### src/eeprom_pkg.sv
package eeprom_pkg;

    localparam int ADDR_W = 11; // 2048 byte array
    localparam logic [3:0] DEV_CODE = 4'b1010;
    localparam int SCL_DIV = 4; // clk cycles per scl period

    // quarter phases of one scl period
    typedef enum logic [1:0] {
        PH_LOW0 = 2'd0, // scl low, sda may change here
        PH_RISE = 2'd1,
        PH_HIGH = 2'd2, // sample point
        PH_FALL = 2'd3
    } phase_t;

    typedef enum logic {
        OP_WRITE = 1'b0,
        OP_READ  = 1'b1
    } op_t;

    typedef struct packed {
        op_t               op;
        logic [ADDR_W-1:0] addr;
        logic [7:0]        wdata;
    } eeprom_req_t;

    typedef enum logic [3:0] {
        ST_IDLE,
        ST_START,
        ST_CTRL_WR,
        ST_ADDR,
        ST_DATA_WR,
        ST_RESTART, // repeated start before the read
        ST_CTRL_RD,
        ST_DATA_RD,
        ST_STOP,
        ST_DONE
    } main_state_t;

    // bus conditions made by bus_cond
    typedef enum logic {
        COND_START = 1'b0,
        COND_STOP  = 1'b1
    } cond_t;

endpackage

### src/bus_cond.sv
module bus_cond import eeprom_pkg::*; (
    input  logic   CLK,
    input  logic   RESET,
    input  phase_t phase,
    input  logic   start,
    input  cond_t  kind,
    output logic   sda_low,
    output logic   done
);

    logic  active;
    logic  drv;
    cond_t kind_q;

    assign sda_low = active & drv;

    always_ff @(posedge CLK) begin
        if (RESET) begin
            active <= 1'b0;
            drv    <= 1'b0;
            done   <= 1'b0;
            kind_q <= COND_START;
        end else begin
            done <= 1'b0;
            if (start) begin
                active <= 1'b1;
                kind_q <= kind;
                drv    <= (kind == COND_STOP); // stop begins from sda low
            end else if (active) begin
                case (phase)
                    PH_RISE: begin
                        // edge on sda while scl is high
                        drv  <= (kind_q == COND_START);
                        done <= 1'b1;
                    end
                    PH_FALL: begin
                        active <= 1'b0;
                        drv    <= 1'b0;
                    end
                    default: ;
                endcase
            end
        end
    end

    a_no_overlap: assert property (@(posedge CLK) disable iff (RESET)
        start |-> !active);

endmodule

### src/byte_tx.sv
module byte_tx import eeprom_pkg::*; (
    input  logic       CLK,
    input  logic       RESET,
    input  phase_t     phase,
    input  logic       start,
    input  logic [7:0] byte_in,
    output logic       sda_low,
    output logic       done
);

    logic       active;
    logic       drv;
    logic [7:0] sh;
    logic [3:0] bit_cnt; // bit periods finished

    assign sda_low = active & drv;

    always_ff @(posedge CLK) begin
        if (RESET) begin
            active  <= 1'b0;
            drv     <= 1'b0;
            done    <= 1'b0;
            bit_cnt <= 4'd0;
        end else begin
            done <= 1'b0;
            if (start) begin
                active  <= 1'b1;
                drv     <= ~byte_in[7]; // msb shows up in PH_LOW0
                bit_cnt <= 4'd0;
            end else if (active && phase == PH_FALL) begin
                if (bit_cnt == 4'd8) begin
                    active <= 1'b0;
                    drv    <= 1'b0;
                end else begin
                    drv     <= ~sh[7];
                    bit_cnt <= bit_cnt + 4'd1;
                end
            end else if (active && phase == PH_RISE && bit_cnt == 4'd8) begin
                done <= 1'b1; // slave ack bit clocked but ignored
            end
        end
    end

    // ones shift in behind the data so the ninth bit is released
    always_ff @(posedge CLK) begin
        if (start) begin
            sh <= {byte_in[6:0], 1'b1};
        end else if (active && phase == PH_FALL) begin
            sh <= {sh[6:0], 1'b1};
        end
    end

    a_done_active: assert property (@(posedge CLK) disable iff (RESET)
        done |-> active);

endmodule

### src/byte_rx.sv
module byte_rx import eeprom_pkg::*; (
    input  logic       CLK,
    input  logic       RESET,
    input  phase_t     phase,
    input  logic       start,
    input  logic       nack,
    input  logic       sda_in,
    output logic       sda_low,
    output logic [7:0] byte_out,
    output logic       done
);

    logic       active;
    logic       drv;
    logic       nack_q;
    logic [3:0] bit_cnt;

    assign sda_low = active & drv;

    always_ff @(posedge CLK) begin
        if (RESET) begin
            active  <= 1'b0;
            drv     <= 1'b0;
            done    <= 1'b0;
            nack_q  <= 1'b0;
            bit_cnt <= 4'd0;
        end else begin
            done <= 1'b0;
            if (start) begin
                active  <= 1'b1;
                drv     <= 1'b0; // slave owns sda for the data bits
                nack_q  <= nack;
                bit_cnt <= 4'd0;
            end else if (active && phase == PH_FALL) begin
                bit_cnt <= bit_cnt + 4'd1;
                if (bit_cnt == 4'd7) begin
                    drv <= ~nack_q; // master ack or nack
                end else if (bit_cnt == 4'd8) begin
                    active <= 1'b0;
                    drv    <= 1'b0;
                end
            end else if (active && phase == PH_RISE && bit_cnt == 4'd8) begin
                done <= 1'b1;
            end
        end
    end

    // sample mid scl high, msb first
    always_ff @(posedge CLK) begin
        if (active && phase == PH_HIGH && !bit_cnt[3]) begin
            byte_out <= {byte_out[6:0], sda_in};
        end
    end

endmodule

### src/eeprom_ctrl.sv
module eeprom_ctrl import eeprom_pkg::*; (
    input  logic        CLK,
    input  logic        RESET,
    input  logic        wr,
    input  logic        rd,
    input  eeprom_req_t req,
    input  logic        sda_in,
    input  logic        cond_low,
    input  logic        cond_done,
    input  logic        tx_low,
    input  logic        tx_done,
    input  logic        rx_low,
    input  logic        rx_done,
    input  logic [7:0]  rx_byte,
    output logic        busy,
    output logic        ack,
    output logic [7:0]  rdata,
    output logic        scl,
    output logic        sda_low,
    output phase_t      phase,
    output logic        cond_start,
    output cond_t       cond_kind,
    output logic        tx_start,
    output logic [7:0]  tx_byte,
    output logic        rx_start,
    output logic        rx_nack
);

    main_state_t state;
    eeprom_req_t req_q;
    logic [1:0]  ph_cnt;

    assign phase   = phase_t'(ph_cnt);
    assign sda_low = cond_low | tx_low | rx_low; // idle engines never pull

    // phase counter parks on PH_FALL while idle
    always_ff @(posedge CLK) begin
        if (RESET || !busy || state == ST_DONE) begin
            ph_cnt <= 2'(SCL_DIV - 1);
            scl    <= 1'b1;
        end else begin
            ph_cnt <= (ph_cnt == 2'(SCL_DIV - 1)) ? 2'd0 : ph_cnt + 2'd1;
            // high in PH_RISE and PH_HIGH; stays high once the stop is out
            scl    <= (phase == PH_LOW0) || (phase == PH_RISE) ||
                      (state == ST_STOP && phase == PH_HIGH);
        end
    end

    always_ff @(posedge CLK) begin
        if (RESET) begin
            state      <= ST_IDLE;
            req_q      <= '0;
            busy       <= 1'b0;
            ack        <= 1'b0;
            rdata      <= 8'h00;
            cond_start <= 1'b0;
            cond_kind  <= COND_START;
            tx_start   <= 1'b0;
            tx_byte    <= 8'h00;
            rx_start   <= 1'b0;
            rx_nack    <= 1'b0;
        end else begin
            ack        <= 1'b0;
            cond_start <= 1'b0;
            tx_start   <= 1'b0;
            rx_start   <= 1'b0;
            case (state)
                ST_IDLE: begin
                    if (wr || rd) begin
                        req_q      <= req;
                        req_q.op   <= wr ? OP_WRITE : OP_READ; // write wins
                        busy       <= 1'b1;
                        cond_start <= 1'b1;
                        cond_kind  <= COND_START;
                        state      <= ST_START;
                    end
                end
                ST_START: begin
                    if (cond_done) begin
                        tx_start <= 1'b1;
                        tx_byte  <= {DEV_CODE, req_q.addr[ADDR_W-1:8], 1'b0};
                        state    <= ST_CTRL_WR;
                    end
                end
                ST_CTRL_WR: begin
                    if (tx_done) begin
                        tx_start <= 1'b1;
                        tx_byte  <= req_q.addr[7:0];
                        state    <= ST_ADDR;
                    end
                end
                ST_ADDR: begin
                    if (tx_done && req_q.op == OP_WRITE) begin
                        tx_start <= 1'b1;
                        tx_byte  <= req_q.wdata;
                        state    <= ST_DATA_WR;
                    end else if (tx_done) begin
                        cond_start <= 1'b1;
                        cond_kind  <= COND_START;
                        state      <= ST_RESTART;
                    end
                end
                ST_RESTART: begin
                    if (cond_done) begin
                        tx_start <= 1'b1;
                        tx_byte  <= {DEV_CODE, req_q.addr[ADDR_W-1:8], 1'b1};
                        state    <= ST_CTRL_RD;
                    end
                end
                ST_CTRL_RD: begin
                    if (tx_done) begin
                        rx_start <= 1'b1;
                        rx_nack  <= 1'b1; // single byte, so it is also the last
                        state    <= ST_DATA_RD;
                    end
                end
                ST_DATA_WR, ST_DATA_RD: begin
                    if (tx_done || rx_done) begin
                        cond_start <= 1'b1;
                        cond_kind  <= COND_STOP;
                        state      <= ST_STOP;
                    end
                end
                ST_STOP: begin
                    if (cond_done) begin
                        state <= ST_DONE;
                    end
                end
                ST_DONE: begin
                    ack   <= 1'b1;
                    busy  <= 1'b0;
                    state <= ST_IDLE;
                    if (req_q.op == OP_READ) begin
                        rdata <= rx_byte;
                    end
                end
                default: state <= ST_IDLE;
            endcase
        end
    end

    a_ack_pulse: assert property (@(posedge CLK) disable iff (RESET) ack |=> !ack);

    // data bits and ack bits only move in the middle of scl low
    a_sda_low0: assert property (@(posedge CLK) disable iff (RESET)
        busy && !(state inside {ST_START, ST_RESTART, ST_STOP}) && $changed(sda_low)
        |-> phase == PH_LOW0);

    // line must be free once the stop is out
    a_bus_free: assert property (@(posedge CLK) disable iff (RESET)
        state == ST_DONE |-> sda_in);

endmodule

### src/eeprom_if_top.sv
module eeprom_if_top import eeprom_pkg::*; (
    input  logic        CLK,
    input  logic        RESET,
    input  logic        wr,
    input  logic        rd,
    input  eeprom_req_t req,
    input  logic        sda_in,
    output logic        busy,
    output logic        ack,
    output logic [7:0]  rdata,
    output logic        scl,
    output logic        sda_low
);

    phase_t     phase;
    logic       cond_start;
    cond_t      cond_kind;
    logic       cond_low;
    logic       cond_done;
    logic       tx_start;
    logic [7:0] tx_byte;
    logic       tx_low;
    logic       tx_done;
    logic       rx_start;
    logic       rx_nack;
    logic       rx_low;
    logic       rx_done;
    logic [7:0] rx_byte;

    // wire names match the controller ports
    eeprom_ctrl u_ctrl (.*);

    bus_cond u_cond (
        .CLK     (CLK),
        .RESET   (RESET),
        .phase   (phase),
        .start   (cond_start),
        .kind    (cond_kind),
        .sda_low (cond_low),
        .done    (cond_done)
    );

    byte_tx u_tx (
        .CLK     (CLK),
        .RESET   (RESET),
        .phase   (phase),
        .start   (tx_start),
        .byte_in (tx_byte),
        .sda_low (tx_low),
        .done    (tx_done)
    );

    byte_rx u_rx (
        .CLK      (CLK),
        .RESET    (RESET),
        .phase    (phase),
        .start    (rx_start),
        .nack     (rx_nack),
        .sda_in   (sda_in),
        .sda_low  (rx_low),
        .byte_out (rx_byte),
        .done     (rx_done)
    );

endmodule

### config.mk
export PLATFORM = sky130hd
export DESIGN_NAME = eeprom_if_top
export DESIGN_NICKNAME = d
export VERILOG_FILES = /design/src/eeprom_pkg.sv /design/src/bus_cond.sv /design/src/byte_tx.sv /design/src/byte_rx.sv /design/src/eeprom_ctrl.sv /design/src/eeprom_if_top.sv
export SDC_FILE = /design/constraint.sdc
export NUM_CORES = 1
export LEC_CHECK = 0
export ABC_CLOCK_PERIOD_IN_PS = 1700
export BUFFER_PORTS_ARGS = -buffer_cell sky130_fd_sc_hd__clkbuf_2
export CORE_MARGIN = 2
export CORE_UTILIZATION = 50
export CTS_CLUSTER_DIAMETER = 80
export DETAILED_ROUTE_END_ITERATION = 7
export GPL_TIMING_DRIVEN = 0
export MAX_ROUTING_LAYER = met4
export PLACE_DENSITY = 0.69
export SKIP_LAST_GASP = 1
export SLEW_MARGIN = 20
export SYNTH_ARGS = -nofsm -noshare
export SYNTH_HDL_FRONTEND = slang
export SYNTH_SLANG_ARGS = --single-unit
### constraint.sdc
create_clock -name CLK -period 1.7 [get_ports CLK]
set_input_delay 0.34 -clock CLK [delete_from_list [all_inputs] [get_ports CLK]]
set_output_delay 0.34 -clock CLK [all_outputs]
set_load 0.01 [all_outputs]
Word level (Yosys, flattened, before mapping)
Index checks and enable logic that the tools add are counted.
{"block": "op_classes", "addsub": 3, "eq_ne": 27, "n_mux": 55, "n_bitwise": 13, "reduce_logical": 50}
{"cell": "$mux 8", "count": 6}
{"cell": "$mux 4", "count": 9}
{"cell": "$mux 1", "count": 32}
{"cell": "$pmux 4 s8", "count": 1}
{"cell": "$pmux 8 s4", "count": 1}
{"cell": "$eq 4x3->1 const B", "count": 5}
{"cell": "$ne 2x1->1 const B", "count": 9}
{"cell": "$eq 4x4->1 const B", "count": 4}
{"cell": "$reduce_and 2->1", "count": 8}
{"cell": "$reduce_bool 2->1", "count": 7}
{"cell": "$logic_and 1x1->1", "count": 10}
{"cell": "$reduce_and 5->1", "count": 2}
{"cell": "$reduce_or 2->1", "count": 5}
{"cell": "$pmux 1 s3", "count": 3}
{"cell": "$reduce_or 3->1", "count": 3}
{"cell": "$add 4x1->4 const B", "count": 2}
{"cell": "$eq 4x2->1 const B", "count": 2}
{"cell": "$not 1->1", "count": 8}
{"cell": "$reduce_and 8->1", "count": 1}
{"cell": "$logic_or 1x1->1", "count": 6}
{"cell": "$reduce_bool 3->1", "count": 2}
{"cell": "$eq 2x2->1 const B", "count": 2}
{"cell": "$eq 4x1->1 const B", "count": 1}
{"cell": "$logic_not 4->1", "count": 1}
{"cell": "12 further kinds", "count": 18}
{"block": "word_totals", "reg_bits": 84, "input_bits": 25}

Depth between registers and ports, before layout
Gate-level depths: netlist (run 1).
{"block": "depth", "ltp_word": 5, "ltp_mapped": 6, "ltp_nobuf": 6}

Hierarchy
Synthesis (run 1) repeated with hierarchy kept, for this count alone.
{"block": "unflattened", "hier_cells": 372, "hier_area_um2": 3649.8}
{"module": "eeprom_ctrl", "instances": 1, "cells_per_inst": 247, "area_per_inst_um2": 2223.4, "seq_area_each_um2": 1001.0}
{"module": "byte_tx", "instances": 1, "cells_per_inst": 59, "area_per_inst_um2": 644.4, "seq_area_each_um2": 350.3}
{"module": "byte_rx", "instances": 1, "cells_per_inst": 50, "area_per_inst_um2": 618.1, "seq_area_each_um2": 400.4}
{"module": "bus_cond", "instances": 1, "cells_per_inst": 16, "area_per_inst_um2": 163.9, "seq_area_each_um2": 80.1}

Worst setup path after synthesis (run 1)
No wires, ideal clock.
{"block": "synth_path", "path_kind": "register -> register", "startpoint": "register u_ctrl.ph_cnt[0], in the netlist u_ctrl.phase[0]", "endpoint": "register u_rx.drv", "setup_time_ns": 0.070, "arrival_time_ns": 1.371, "t_required_ns": 1.630, "slack_ns": 0.259, "path_stages_with_launch": 6, "synth_period_minus_slack_ns": 1.441, "path_cell_list": "dfxtp_1 ha_1 buf_2 nand2_1 or4_1 a21oi_1"}
{"block": "synth_via", "elab_chain_cells": 3}
{"element": "start: declaration", "line": "eeprom_ctrl.sv:31", "rtl": "logic [1:0] ph_cnt;"}
{"element": "start signal: assignment", "line": "eeprom_ctrl.sv:39", "rtl": "ph_cnt <= 2'(SCL_DIV - 1);"}
{"element": "start signal: assignment", "line": "eeprom_ctrl.sv:42", "rtl": "ph_cnt <= (ph_cnt == 2'(SCL_DIV - 1)) ? 2'd0 : ph_cnt + 2'd1;"}
{"element": "$eq 2x2->1", "line": "byte_rx.sv:34", "rtl": "end else if (active && phase == PH_FALL) begin"}
{"element": "$logic_and 1x1->1", "line": "byte_rx.sv:34"}
{"element": "$reduce_and 2->1 (no line)"}
{"element": "end signal: assignment", "line": "byte_rx.sv:37", "rtl": "drv <= ~nack_q;"}
{"element": "end: declaration", "line": "byte_rx.sv:14", "rtl": "logic drv;"}
No other way between the ends.
A chain may end at the register's enable or synchronous reset.

Worst setup path in the final report (run 1)
{"block": "layout_path", "startpoint": "register u_ctrl.state[2]", "endpoint": "register u_ctrl.tx_byte[3]"}
{"block": "layout_via", "elab_chain_cells": 3, "word_cells_on_any_way": 11, "cone_classes": "eq/ne (8); mux (1); reduce/logical (2)"}
{"element": "start: declaration", "line": "eeprom_ctrl.sv:29", "rtl": "main_state_t state;"}
{"element": "start signal: assignment", "line": "eeprom_ctrl.sv:51", "rtl": "state <= ST_IDLE;"}
{"element": "start signal: assignment", "line": "eeprom_ctrl.sv:75", "rtl": "state <= ST_START;"}
{"element": "start signal: assignment", "line": "eeprom_ctrl.sv:82", "rtl": "state <= ST_CTRL_WR;"}
{"element": "$eq 4x2->1 (tied with other cells)", "line": "eeprom_ctrl.sv:67", "rtl": "case (state)"}
{"element": "$ne 2x1->1 (no line) / $reduce_bool 4->1 (equally long branches)"}
{"element": "$reduce_and 5->1 (no line)"}
{"element": "end signal: assignment", "line": "eeprom_ctrl.sv:81", "rtl": "tx_byte <= {DEV_CODE, req_q.addr[ADDR_W-1:8], 1'b0};"}
{"element": "end signal: assignment", "line": "eeprom_ctrl.sv:88", "rtl": "tx_byte <= req_q.addr[7:0];"}
{"element": "end signal: assignment", "line": "eeprom_ctrl.sv:95", "rtl": "tx_byte <= req_q.wdata;"}
{"element": "end: declaration", "line": "eeprom_ctrl.sv:24", "rtl": "output logic [7:0] tx_byte,"}
Parallel ways exist; a longest one is shown, timed or not.

==> impl_metrics.toml, run 1 <==
[run_status]
status = "finished, final reports clean"

[critical_path]
regToRegSetupSlack_ns = 0.05
crit_path_max_incr_delay_ns = 0.39
reg2reg_depth = 6
crit_path_cell_trace = "buf_4, nor3b_2, buf_2, nand2_1, o2111ai_1, a21oi_1"
worstPathRequired_ns = 1.92
r2r-end = "u_ctrl.tx_byte[3]"
worst-path-max-fanout = 10
cp.arrival_ns = 1.87
end_kind = "register"
path_class = "reg -> reg"
cp-start-kind = "register"
reg2reg_from = "u_ctrl.state[2]"
crit_slowest_cell = "dfxtp_1"

[synth]
ys_seq_area_share_pct = 49.59
synth_xor_area_share_pct = 1.423
synth.net_count = 410
yosysTopAreaCell = "dfxtp_1"
synth_top_family_by_area = "simple AND/OR/NAND/NOR gates"
synth-simple-area-share_pct = 18.70
synth_mux_area_share_pct = 6.809
synth_area_leaders = "dfxtp_1, edfxtp_1, a21oi_1"
synth.distinct_cells = 58
yosys_warnings = 0
ys.flop_type = "dfxtp_1"
synth-edff-count = 15
synth_top_cell_area_share_pct = 37.40
avgSynthCellArea_um2 = 9.797
synthAdderAreaFrac_pct = 2.710
syn_area_mm2 = 0.003694
async_flop_share_pct = 0
ys_ff_latch = 84
synth_compound_area_share_pct = 15.07
synthCells = 377

[floorplanning]
coreArea_mm2 = 0.007214
rows = 31
initial_core_util_pct = 51.20
die_h_um = 89.95
fp.dieW_um = 89.95
ios = 37
dieArea_mm2 = 0.008091

[final_layout]
multi_input_area_mm2 = 0.001660
nets = 455
diodes = 0
area_growth_pct = 13.82
seq_area_mm2 = 0.001833
fill_cells = 677
design_area_mm2 = 0.004204
drive_gt1_share_pct = 21.55

[detailed_routing]
postRouteAntennaNets = 0
vias = 2834
drtPass1Iterations = 4
routedWlPerCell_um = 14.70
drt_iter0_drc = 245
vias_per_cell = 5.388
drc_errors = 0
wirelength_um = 7733

[power]
combPwrFrac_pct = 29.0
power_mw = 5.395
vdd_drop_max_uv = 645.1
pwr-share-seq_pct = 43.7
switching_share_pct = 33.83
power_leakage_nw = 1.665
p_clk_share_pct = 27.4
power_density_mw_per_mm2 = 1283
internal_power_mw = 3.570
p_switching_mw = 1.825

[clocking]
cts_sinks = 84
ctsHoldBuffers = 0
clkSlewWorstSetupHoldPaths_ns = 0.09
cts_resized = 0
cts_inserted_buffers = 9
htreeDepth = 3
root_buffer = "clkbuf_8"
cts_tree = "built"
max-clock-path-buffers = 2
post-cts-setup-buffer-count = 0
clkLatencyLatePin_ns = 0.35

[sta]
setup_violations = 0
fmax_ghz = 0.6051
worst_slew_pin_slew_ns = 0.6072
fin_skew_ns = 0.01405
maxSlewHeadroom_pct = 59.46
finalCriticalPeriod_ns = 1.653
rsz0062_at_grt = "true"
final_max_slew_viol_count = 0
hold_viol = 0
finalCritPeriodShare_pct = 97.22
fin_hold_ws_ns = 0.1575

[place]
placed_area_mm2 = 0.003993
gp_congestion = 0.8515
io_buffer_count = 35
dp_hpwl_um = 5565

[global_routing]
grt_max_degree = 17
grt_pass1_wl_um = 12940
track_usage_pct = 20.41
antenna_found_initial = 0
grt_overflow_total = 0
grt_pass1_vias = 2735

[job]
maxCapViolCount = 0

[worst_hold_path]
min_path_type = "in -> reg"
hold_start = "sda_in"
min_path_cells = 1
holdPathEnd = "u_rx.byte_out[0]"
-- layout by cell type, fill, tap and decap left out, types with 8 or more instances in the layout --
master / Yosys / layout
a21oi_1: 39 / 39
clkbuf_2: 0 / 35
clkbuf_8: 0 / 9
dfxtp_1: 69 / 68
edfxtp_1: 15 / 15
ha_1: 8 / 8
inv_1: 14 / 14
mux2_2: 9 / 9
mux2i_1: 15 / 15
nand2_1: 52 / 52
nand4_1: 8 / 8
nor2_1: 26 / 25
nor3_1: 9 / 9
o21ai_0: 13 / 13
-- critical path: cells and delay by family, from the launching register on --
| family | cells | cell delay, ns |
|---|---|---|
| simple gates | 2 | 0.42 |
| compound gates | 2 | 0.21 |
| buf+inv | 2 | 0.48 |
| flops | 1 | 0.39 |
-- metrics by stage --
step / setup WS [ns] / setup TNS [ns] / cells / util (%)
2_1_floorplan: 0.2594 / 0 / 377 / -
3_3_place_gp: 0.1068 / 0 / 511 / 55.34
3_5_place_dp: 0.04299 / 0 / 511 / 55.34
4_1_cts: 0.03128 / 0 / 527 / 58.19
5_1_grt: -0.04136 / -0.04136 / 526 / 58.27
6_report: 0.04733 / 0 / 526 / 58.27
-- flip-flops by register name (all words and copies together), names as in the netlist, 2 cells and up --
register / count
u_tx.sh: 7
u_ctrl.phase: 2
u_tx.bit_cnt: 4
u_ctrl.rdata: 8
u_rx.bit_cnt: 4
u_ctrl.tx_byte: 8
u_ctrl.req_q: 20
u_ctrl.state: 4
u_rx.byte_out: 8
-- Yosys cell counts (7+ instances only) --
library cell	n
ha_1	8
clkbuf_1	8
mux2i_1	15
inv_1	14
buf_6	7
nand4_1	8
nor3_1	9
edfxtp_1	15
o21ai_0	13
mux2_2	9
a21oi_1	39
nor2_1	26
nand2_1	52
dfxtp_1	69
-- routing by layer --
| layer | up-vias | global-route usage, % | share of wire (%) |
|---|---|---|---|
| li1 | 1427 | - | - |
| met1 | 1337 | 26.64 | 47 |
| met2 | 59 | 32.13 | 48 |
| met3 | 11 | 3.269 | 4.2 |
| met4 | 0 | 8.077 | 1.6 |
| met5 | - | - | 0 |
-- cells by family (layout without fill, tap and decap cells) --
logic type,count (synthesis),after routing
xor gates and xnor gates,6,6
muxes,24,24
AOI/OAI and AO/OA,82,82
buffers and inverters,38,88
and+or+nand+nor,135,135
adders and majority gates,8,8
DFF,84,84
-- power groups by stage --
stage / clock network (mW) / registers (mW) / logic [mW]
after global routing: 1.57 / 2.38 / 1.73
final: 1.48 / 2.36 / 1.56
after detailed placement: 0 / 2.40 / 1.56
after CTS: 1.49 / 2.35 / 1.57
after floorplan: 0 / 2.37 / 1.22
after global placement: 0 / 2.39 / 1.54
-- final cells by class --
type | instances | share of cell area [%]
Clock buffer | 9 | 2.946
Sequential cell | 84 | 43.60
Timing Repair Buffer | 35 | 4.167
Inverter | 14 | 1.250
Tap cell | 99 | 2.946
Buffer | 23 | 3.661
Clock inverter | 7 | 1.935
Multi-Input combinational cell | 255 | 39.49
-- worst max-delay path by stage --
stage,from,endpoint,slack (ns),depth (start not counted)
finish,u_ctrl.state[2],u_ctrl.tx_byte[3],0.05,6
global route,u_ctrl.phase[0],u_rx.drv,-0.04,5
CTS,u_ctrl.phase[0],u_rx.drv,0.03,5
detailed placement,u_ctrl.tx_start,u_tx.sh[1],0.04,3
global placement,RESET,u_cond.drv,0.11,4
floorplan,u_ctrl.phase[0],u_rx.drv,0.26,5
Note: power is estimated with default switching activity, not from simulation.
==> run 2, diff against run 1 <==
Settings changed: CELL_PAD_IN_SITES_DETAIL_PLACEMENT set to 1, CELL_PAD_IN_SITES_GLOBAL_PLACEMENT set to 1, CORE_UTILIZATION 50 to 45, PLACE_DENSITY 0.69 to unset, PLACE_DENSITY_LB_ADDON set to 0.1.
==> run 2 against run 1 <==
Clock power about the same. Total power is 0.68% higher. Maximum frequency about the same. Clock skew is essentially flat. First-iteration DRC count down 58%. Register-to-register slack gained 0.04 ns. Critical path depth shrank 3. Die area rose by 11%. Critical path type is now reg -> out. Critical endpoint is now sda_low.
==> impl_metrics.toml, run 2 (synthesis gave the netlist of run 1 again) <==
[final_layout]
area_growth_pct = 14.84
diodes = 0
design_area_mm2 = 0.004242
largest_register_ff_count = 20
fill_cells = 978
drive_gt1_share_pct = 22.43
largest-register = "u_ctrl.req_q"
layout_commonest_cell = "dfxtp_1"
nets = 456
layout.cells.most_common_list = "dfxtp_1, nand2_1, a21oi_1, clkbuf_2, nor2_1"

[clocking]
root_buffer = "clkbuf_8"
clkLatencyLatePin_ns = 0.37
htreeDepth = 3
clkSlewWorstSetupHoldPaths_ns = 0.10
cts_tree = "built"
max-clock-path-buffers = 2
cts_sinks = 84
cts_inserted_buffers = 9

[critical_path]
end_kind = "primary output"
cp-start-kind = "register"
path_class = "reg -> out"
reg2reg_depth = 5
worst-path-max-fanout = 5
worstPathRequired_ns = 1.36
cp.arrival_ns = 1.31

[sta]
final_max_slew_viol_count = 0
finalWorstSetupSlack_ns = 0.04731
finalCriticalPeriod_ns = 1.653
fin_hold_ws_ns = 0.1398
hold_viol = 0
fmax_ghz = 0.6051
rsz0062_at_grt = "true"
worst_slew_pin_slew_ns = 0.6416
finalCritPeriodShare_pct = 97.22
setup_violations = 0
maxSlewHeadroom_pct = 57.22
fin_skew_ns = 0.01415

[detailed_routing]
routedWlPerCell_um = 16.41
drc_errors = 0
drt_iter0_drc = 103
vias_per_cell = 5.441
vias = 2900
drtPass1Iterations = 4
postRouteAntennaNets = 0
wirelength_um = 8745

[place]
dp_hpwl_um = 6289
io_buffer_count = 35
placed_area_mm2 = 0.004000
gp_congestion = 0.8312
pre_cts_ws_ns = -0.003889

[global_routing]
grt_pass1_vias = 2927
grt_pass1_wl_um = 14640
grt_max_degree = 19
grt_overflow_total = 0
antenna_found_initial = 0
track_usage_pct = 21.80

[floorplanning]
fp.dieW_um = 94.60
die_h_um = 94.60
ios = 37
rows = 33
coreArea_mm2 = 0.008093
initial_core_util_pct = 45.64
dieArea_mm2 = 0.008948

[worst_hold_path]
min_path_cells = 1
min_path_type = "in -> reg"

[power]
vdd_drop_max_uv = 620.8
power_leakage_nw = 1.681
power_density_mw_per_mm2 = 1281

[job]
maxCapViolCount = 0

[run_status]
status = "finished, final reports clean"
## run 2: worst max-delay path, stage by stage (launching register included)
cell,delay [ns]
dfxtp_2,0.35
a222oi_1,0.40
inv_1,0.07
clkbuf_2,0.13
## run 2: final timing paths
path	end	slack [ns]	startpoint
hold reg to reg	u_ctrl.req_q[14]	0.46	u_ctrl.req_q[14]
setup reg to reg	u_rx.drv	0.09	u_ctrl.phase[0]
hold / removal	u_rx.byte_out[0]	0.14	sda_in
setup / recovery	sda_low	0.05	u_tx.active
## run 2: layout make-up
cell class                 instances  area, um2  area share [%]
clock inverter                     7      76.32           1.799
clock buffer                       9      123.9           2.920
inverter                          14      52.55           1.239
buffer                            23      156.4           3.687
tap                              105      131.4           3.097
multi-input combinational        255       1682           39.65
timing repair buffer              36      182.7           4.307
sequential                        84       1837           43.30
## run 2: through the flow
step	setup TNS (ns)	utilization [%]	total power, mW	instances
after floorplan	0	-	3.581	377
after global placement	0	49.43	3.977	517
after detailed placement	-0.003889	49.43	4.005	517
after CTS	0	51.90	5.446	533
after global routing	-0.08157	52.41	5.741	533
final	0	52.41	5.432	533
## run 2: report_power, final
part / total [mW] / internal [mW] / switching [mW]
Clock: 1.45 / 0.584 / 0.861
Sequential: 2.36 / 2.21 / 0.146
Combinational: 1.63 / 0.672 / 0.955
Total: 5.43 / 3.47 / 1.96
## run 2: what timing repair did
| item | CTS | global route |
|---|---|---|
| setup buffers | 0 | 1 |
| pin swaps | 1 | 1 |
| resized for setup | 0 | 10 |
| hold buffers | 0 | 0 |
| endpoints found under the setup margin | 1 | 28 |
## run 2: layer usage
layer | vias to the layer above | routed length [um] | track usage [%]
met2 | 43 | 4225 | 34.46
met3 | 11 | 197 | 2.634
met5 | - | 0 | -
met1 | 1419 | 4217 | 29.19
li1 | 1427 | - | -
met4 | 0 | 104 | 7.367
==> run 3, diff against run 2 <==
Settings changed: RECOVER_POWER set to 50.
==> run 3 against run 2 <==
Global-route usage did not move. Flip-flop and latch count unchanged. First-iteration DRC count grew 1.9%. Sequential share of layout area increased by 0.13 points.
==> impl_metrics.toml, run 3 (synthesis gave the netlist of run 1 again) <==
[sta]
hold_viol = 0
fin_skew_ns = 0.01281
finalCriticalPeriod_ns = 1.651
worst_slew_pin_slew_ns = 0.6353
setup_violations = 0
final_max_slew_viol_count = 0
rsz0062_at_grt = "true"
finalCritPeriodShare_pct = 97.13
fmax_ghz = 0.6056
maxSlewHeadroom_pct = 57.64

[final_layout]
area_growth_pct = 14.50
drive_gt1_share_pct = 20.09
largest_register_ff_count = 20
largest-register = "u_ctrl.req_q"
layout.cells.most_common_list = "dfxtp_1, nand2_1, a21oi_1, nor2_1, clkbuf_2"
fill_cells = 985
diodes = 0
layout_commonest_cell = "dfxtp_1"
final_cells = 533
nets = 456
finish.utilization_pct = 52.26

[global_routing]
grt_pass1_vias = 2927
grt_pass1_wl_um = 14640
antenna_found_initial = 0
track_usage_pct = 21.80
grt_max_degree = 19
grt_overflow_total = 0

[floorplanning]
ios = 37
fp.dieW_um = 94.60
initial_core_util_pct = 45.64
coreArea_mm2 = 0.008093
rows = 33
dieArea_mm2 = 0.008948
die_h_um = 94.60

[critical_path]
crit_slowest_cell = "a222oi_1"
crit_end = "sda_low"
cp.arrival_ns = 1.31
reg2reg_depth = 5
worstPathRequired_ns = 1.36
worst-path-max-fanout = 5
crit_cells = 3
reg2reg_from = "u_ctrl.phase[0]"
path_class = "reg -> out"
crit_path_cell_trace = "a222oi_1, inv_1, clkbuf_2"
crit_path_max_incr_delay_ns = 0.40
crit_family = "compound AO/OA/AOI/OAI gates"
cp-startpoint = "u_tx.active"
r2r-end = "u_rx.drv"
path_buf_inv = 2
cp-start-kind = "register"
regToRegSetupSlack_ns = 0.08
end_kind = "primary output"

[power]
p_clk_share_pct = 26.5
combPwrFrac_pct = 30.0
power_leakage_nw = 1.648
power_mw = 5.419
p_switching_mw = 1.950
power_density_mw_per_mm2 = 1281
vdd_drop_max_uv = 620.9
switching_share_pct = 35.99
pwr-share-seq_pct = 43.5
internal_power_mw = 3.469

[place]
dp_hpwl_um = 6289
io_buffer_count = 35
gp_congestion = 0.8312
place_inst = 517

[detailed_routing]
wirelength_um = 8725
postRouteAntennaNets = 0
vias = 2924
drtPass1Iterations = 4
routedWlPerCell_um = 16.37
vias_per_cell = 5.486
drt_iter0_drc = 105
drc_errors = 0

[worst_hold_path]
min_path_type = "in -> reg"

[clocking]
max-clock-path-buffers = 2
cts_sinks = 84
cts_inserted_buffers = 9
clkLatencyLatePin_ns = 0.37
root_buffer = "clkbuf_8"
htreeDepth = 3
cts_tree = "built"
clkSlewWorstSetupHoldPaths_ns = 0.10

[job]
maxCapViolCount = 0

[run_status]
status = "finished, final reports clean"
[run 3: cell counts in the layout (fill, tap and decap cells not counted)]
No cell type changed its count.
[run 3: what timing repair did]
action,in CTS,in global routing
setup endpoints to repair,1,28
gates resized for setup,0,10
pin swaps,1,1
hold buffers,0,0
setup buffers,0,1
[run 3: how the worst min path moves through the flow]
stage                 startpoint               end  slack (ns)  depth (start not counted)
3_5_place_dp    u_rx.byte_out[4]  u_rx.byte_out[5]        0.44                          0
4_1_cts                   sda_in  u_rx.byte_out[0]        0.13                          1
2_1_floorplan  u_ctrl.tx_byte[7]          u_tx.drv        0.42                          1
3_3_place_gp    u_rx.byte_out[5]  u_rx.byte_out[6]        0.43                          0
6_report                  sda_in  u_rx.byte_out[0]        0.14                          1
5_1_grt                   sda_in  u_rx.byte_out[0]        0.14                          1
[run 3: cell type report]
class	count	area (um2)	area share, %
clock inverters	7	76.32	1.805
well taps	105	131.4	3.107
clock buffers	9	123.9	2.929
flip-flops and latches	84	1837	43.43
inverters	14	52.55	1.243
plain buffers	23	156.4	3.698
repair buffers	36	170.2	4.024
multi-input cells	255	1682	39.76
[run 3: power groups by stage]
| stage | combinational, mW | clock (mW) | sequential (mW) |
|---|---|---|---|
| finish | 1.62 | 1.44 | 2.36 |
| global placement | 1.58 | 0 | 2.40 |
| detailed placement | 1.60 | 0 | 2.40 |
| CTS | 1.62 | 1.47 | 2.36 |
| floorplan | 1.22 | 0 | 2.37 |
| global route | 1.81 | 1.54 | 2.39 |
[run 3: stage by stage]
step                 TNS (ns)  hold WS, ns  cell area, um2  setup slack [ns]
finish                      0       0.1400            4229           0.04882
global route         -0.08157       0.1363            4229          -0.07290
CTS                         0       0.1300            4200          0.005602
detailed placement  -0.003889       0.4404            4000         -0.003889
global placement            0       0.4282            4000           0.02770
floorplan                   0       0.4213            3694            0.2594
[run 3: routing by layer]
metal	vias to the layer above	part of all wire, %	routed length (um)	GRT usage [%]
li1	1427	-	-	-
met1	1434	47	4126	29.19
met2	49	48	4224	34.46
met3	14	2.7	239	2.634
met4	0	1.5	135	7.367
met5	-	0	0	-
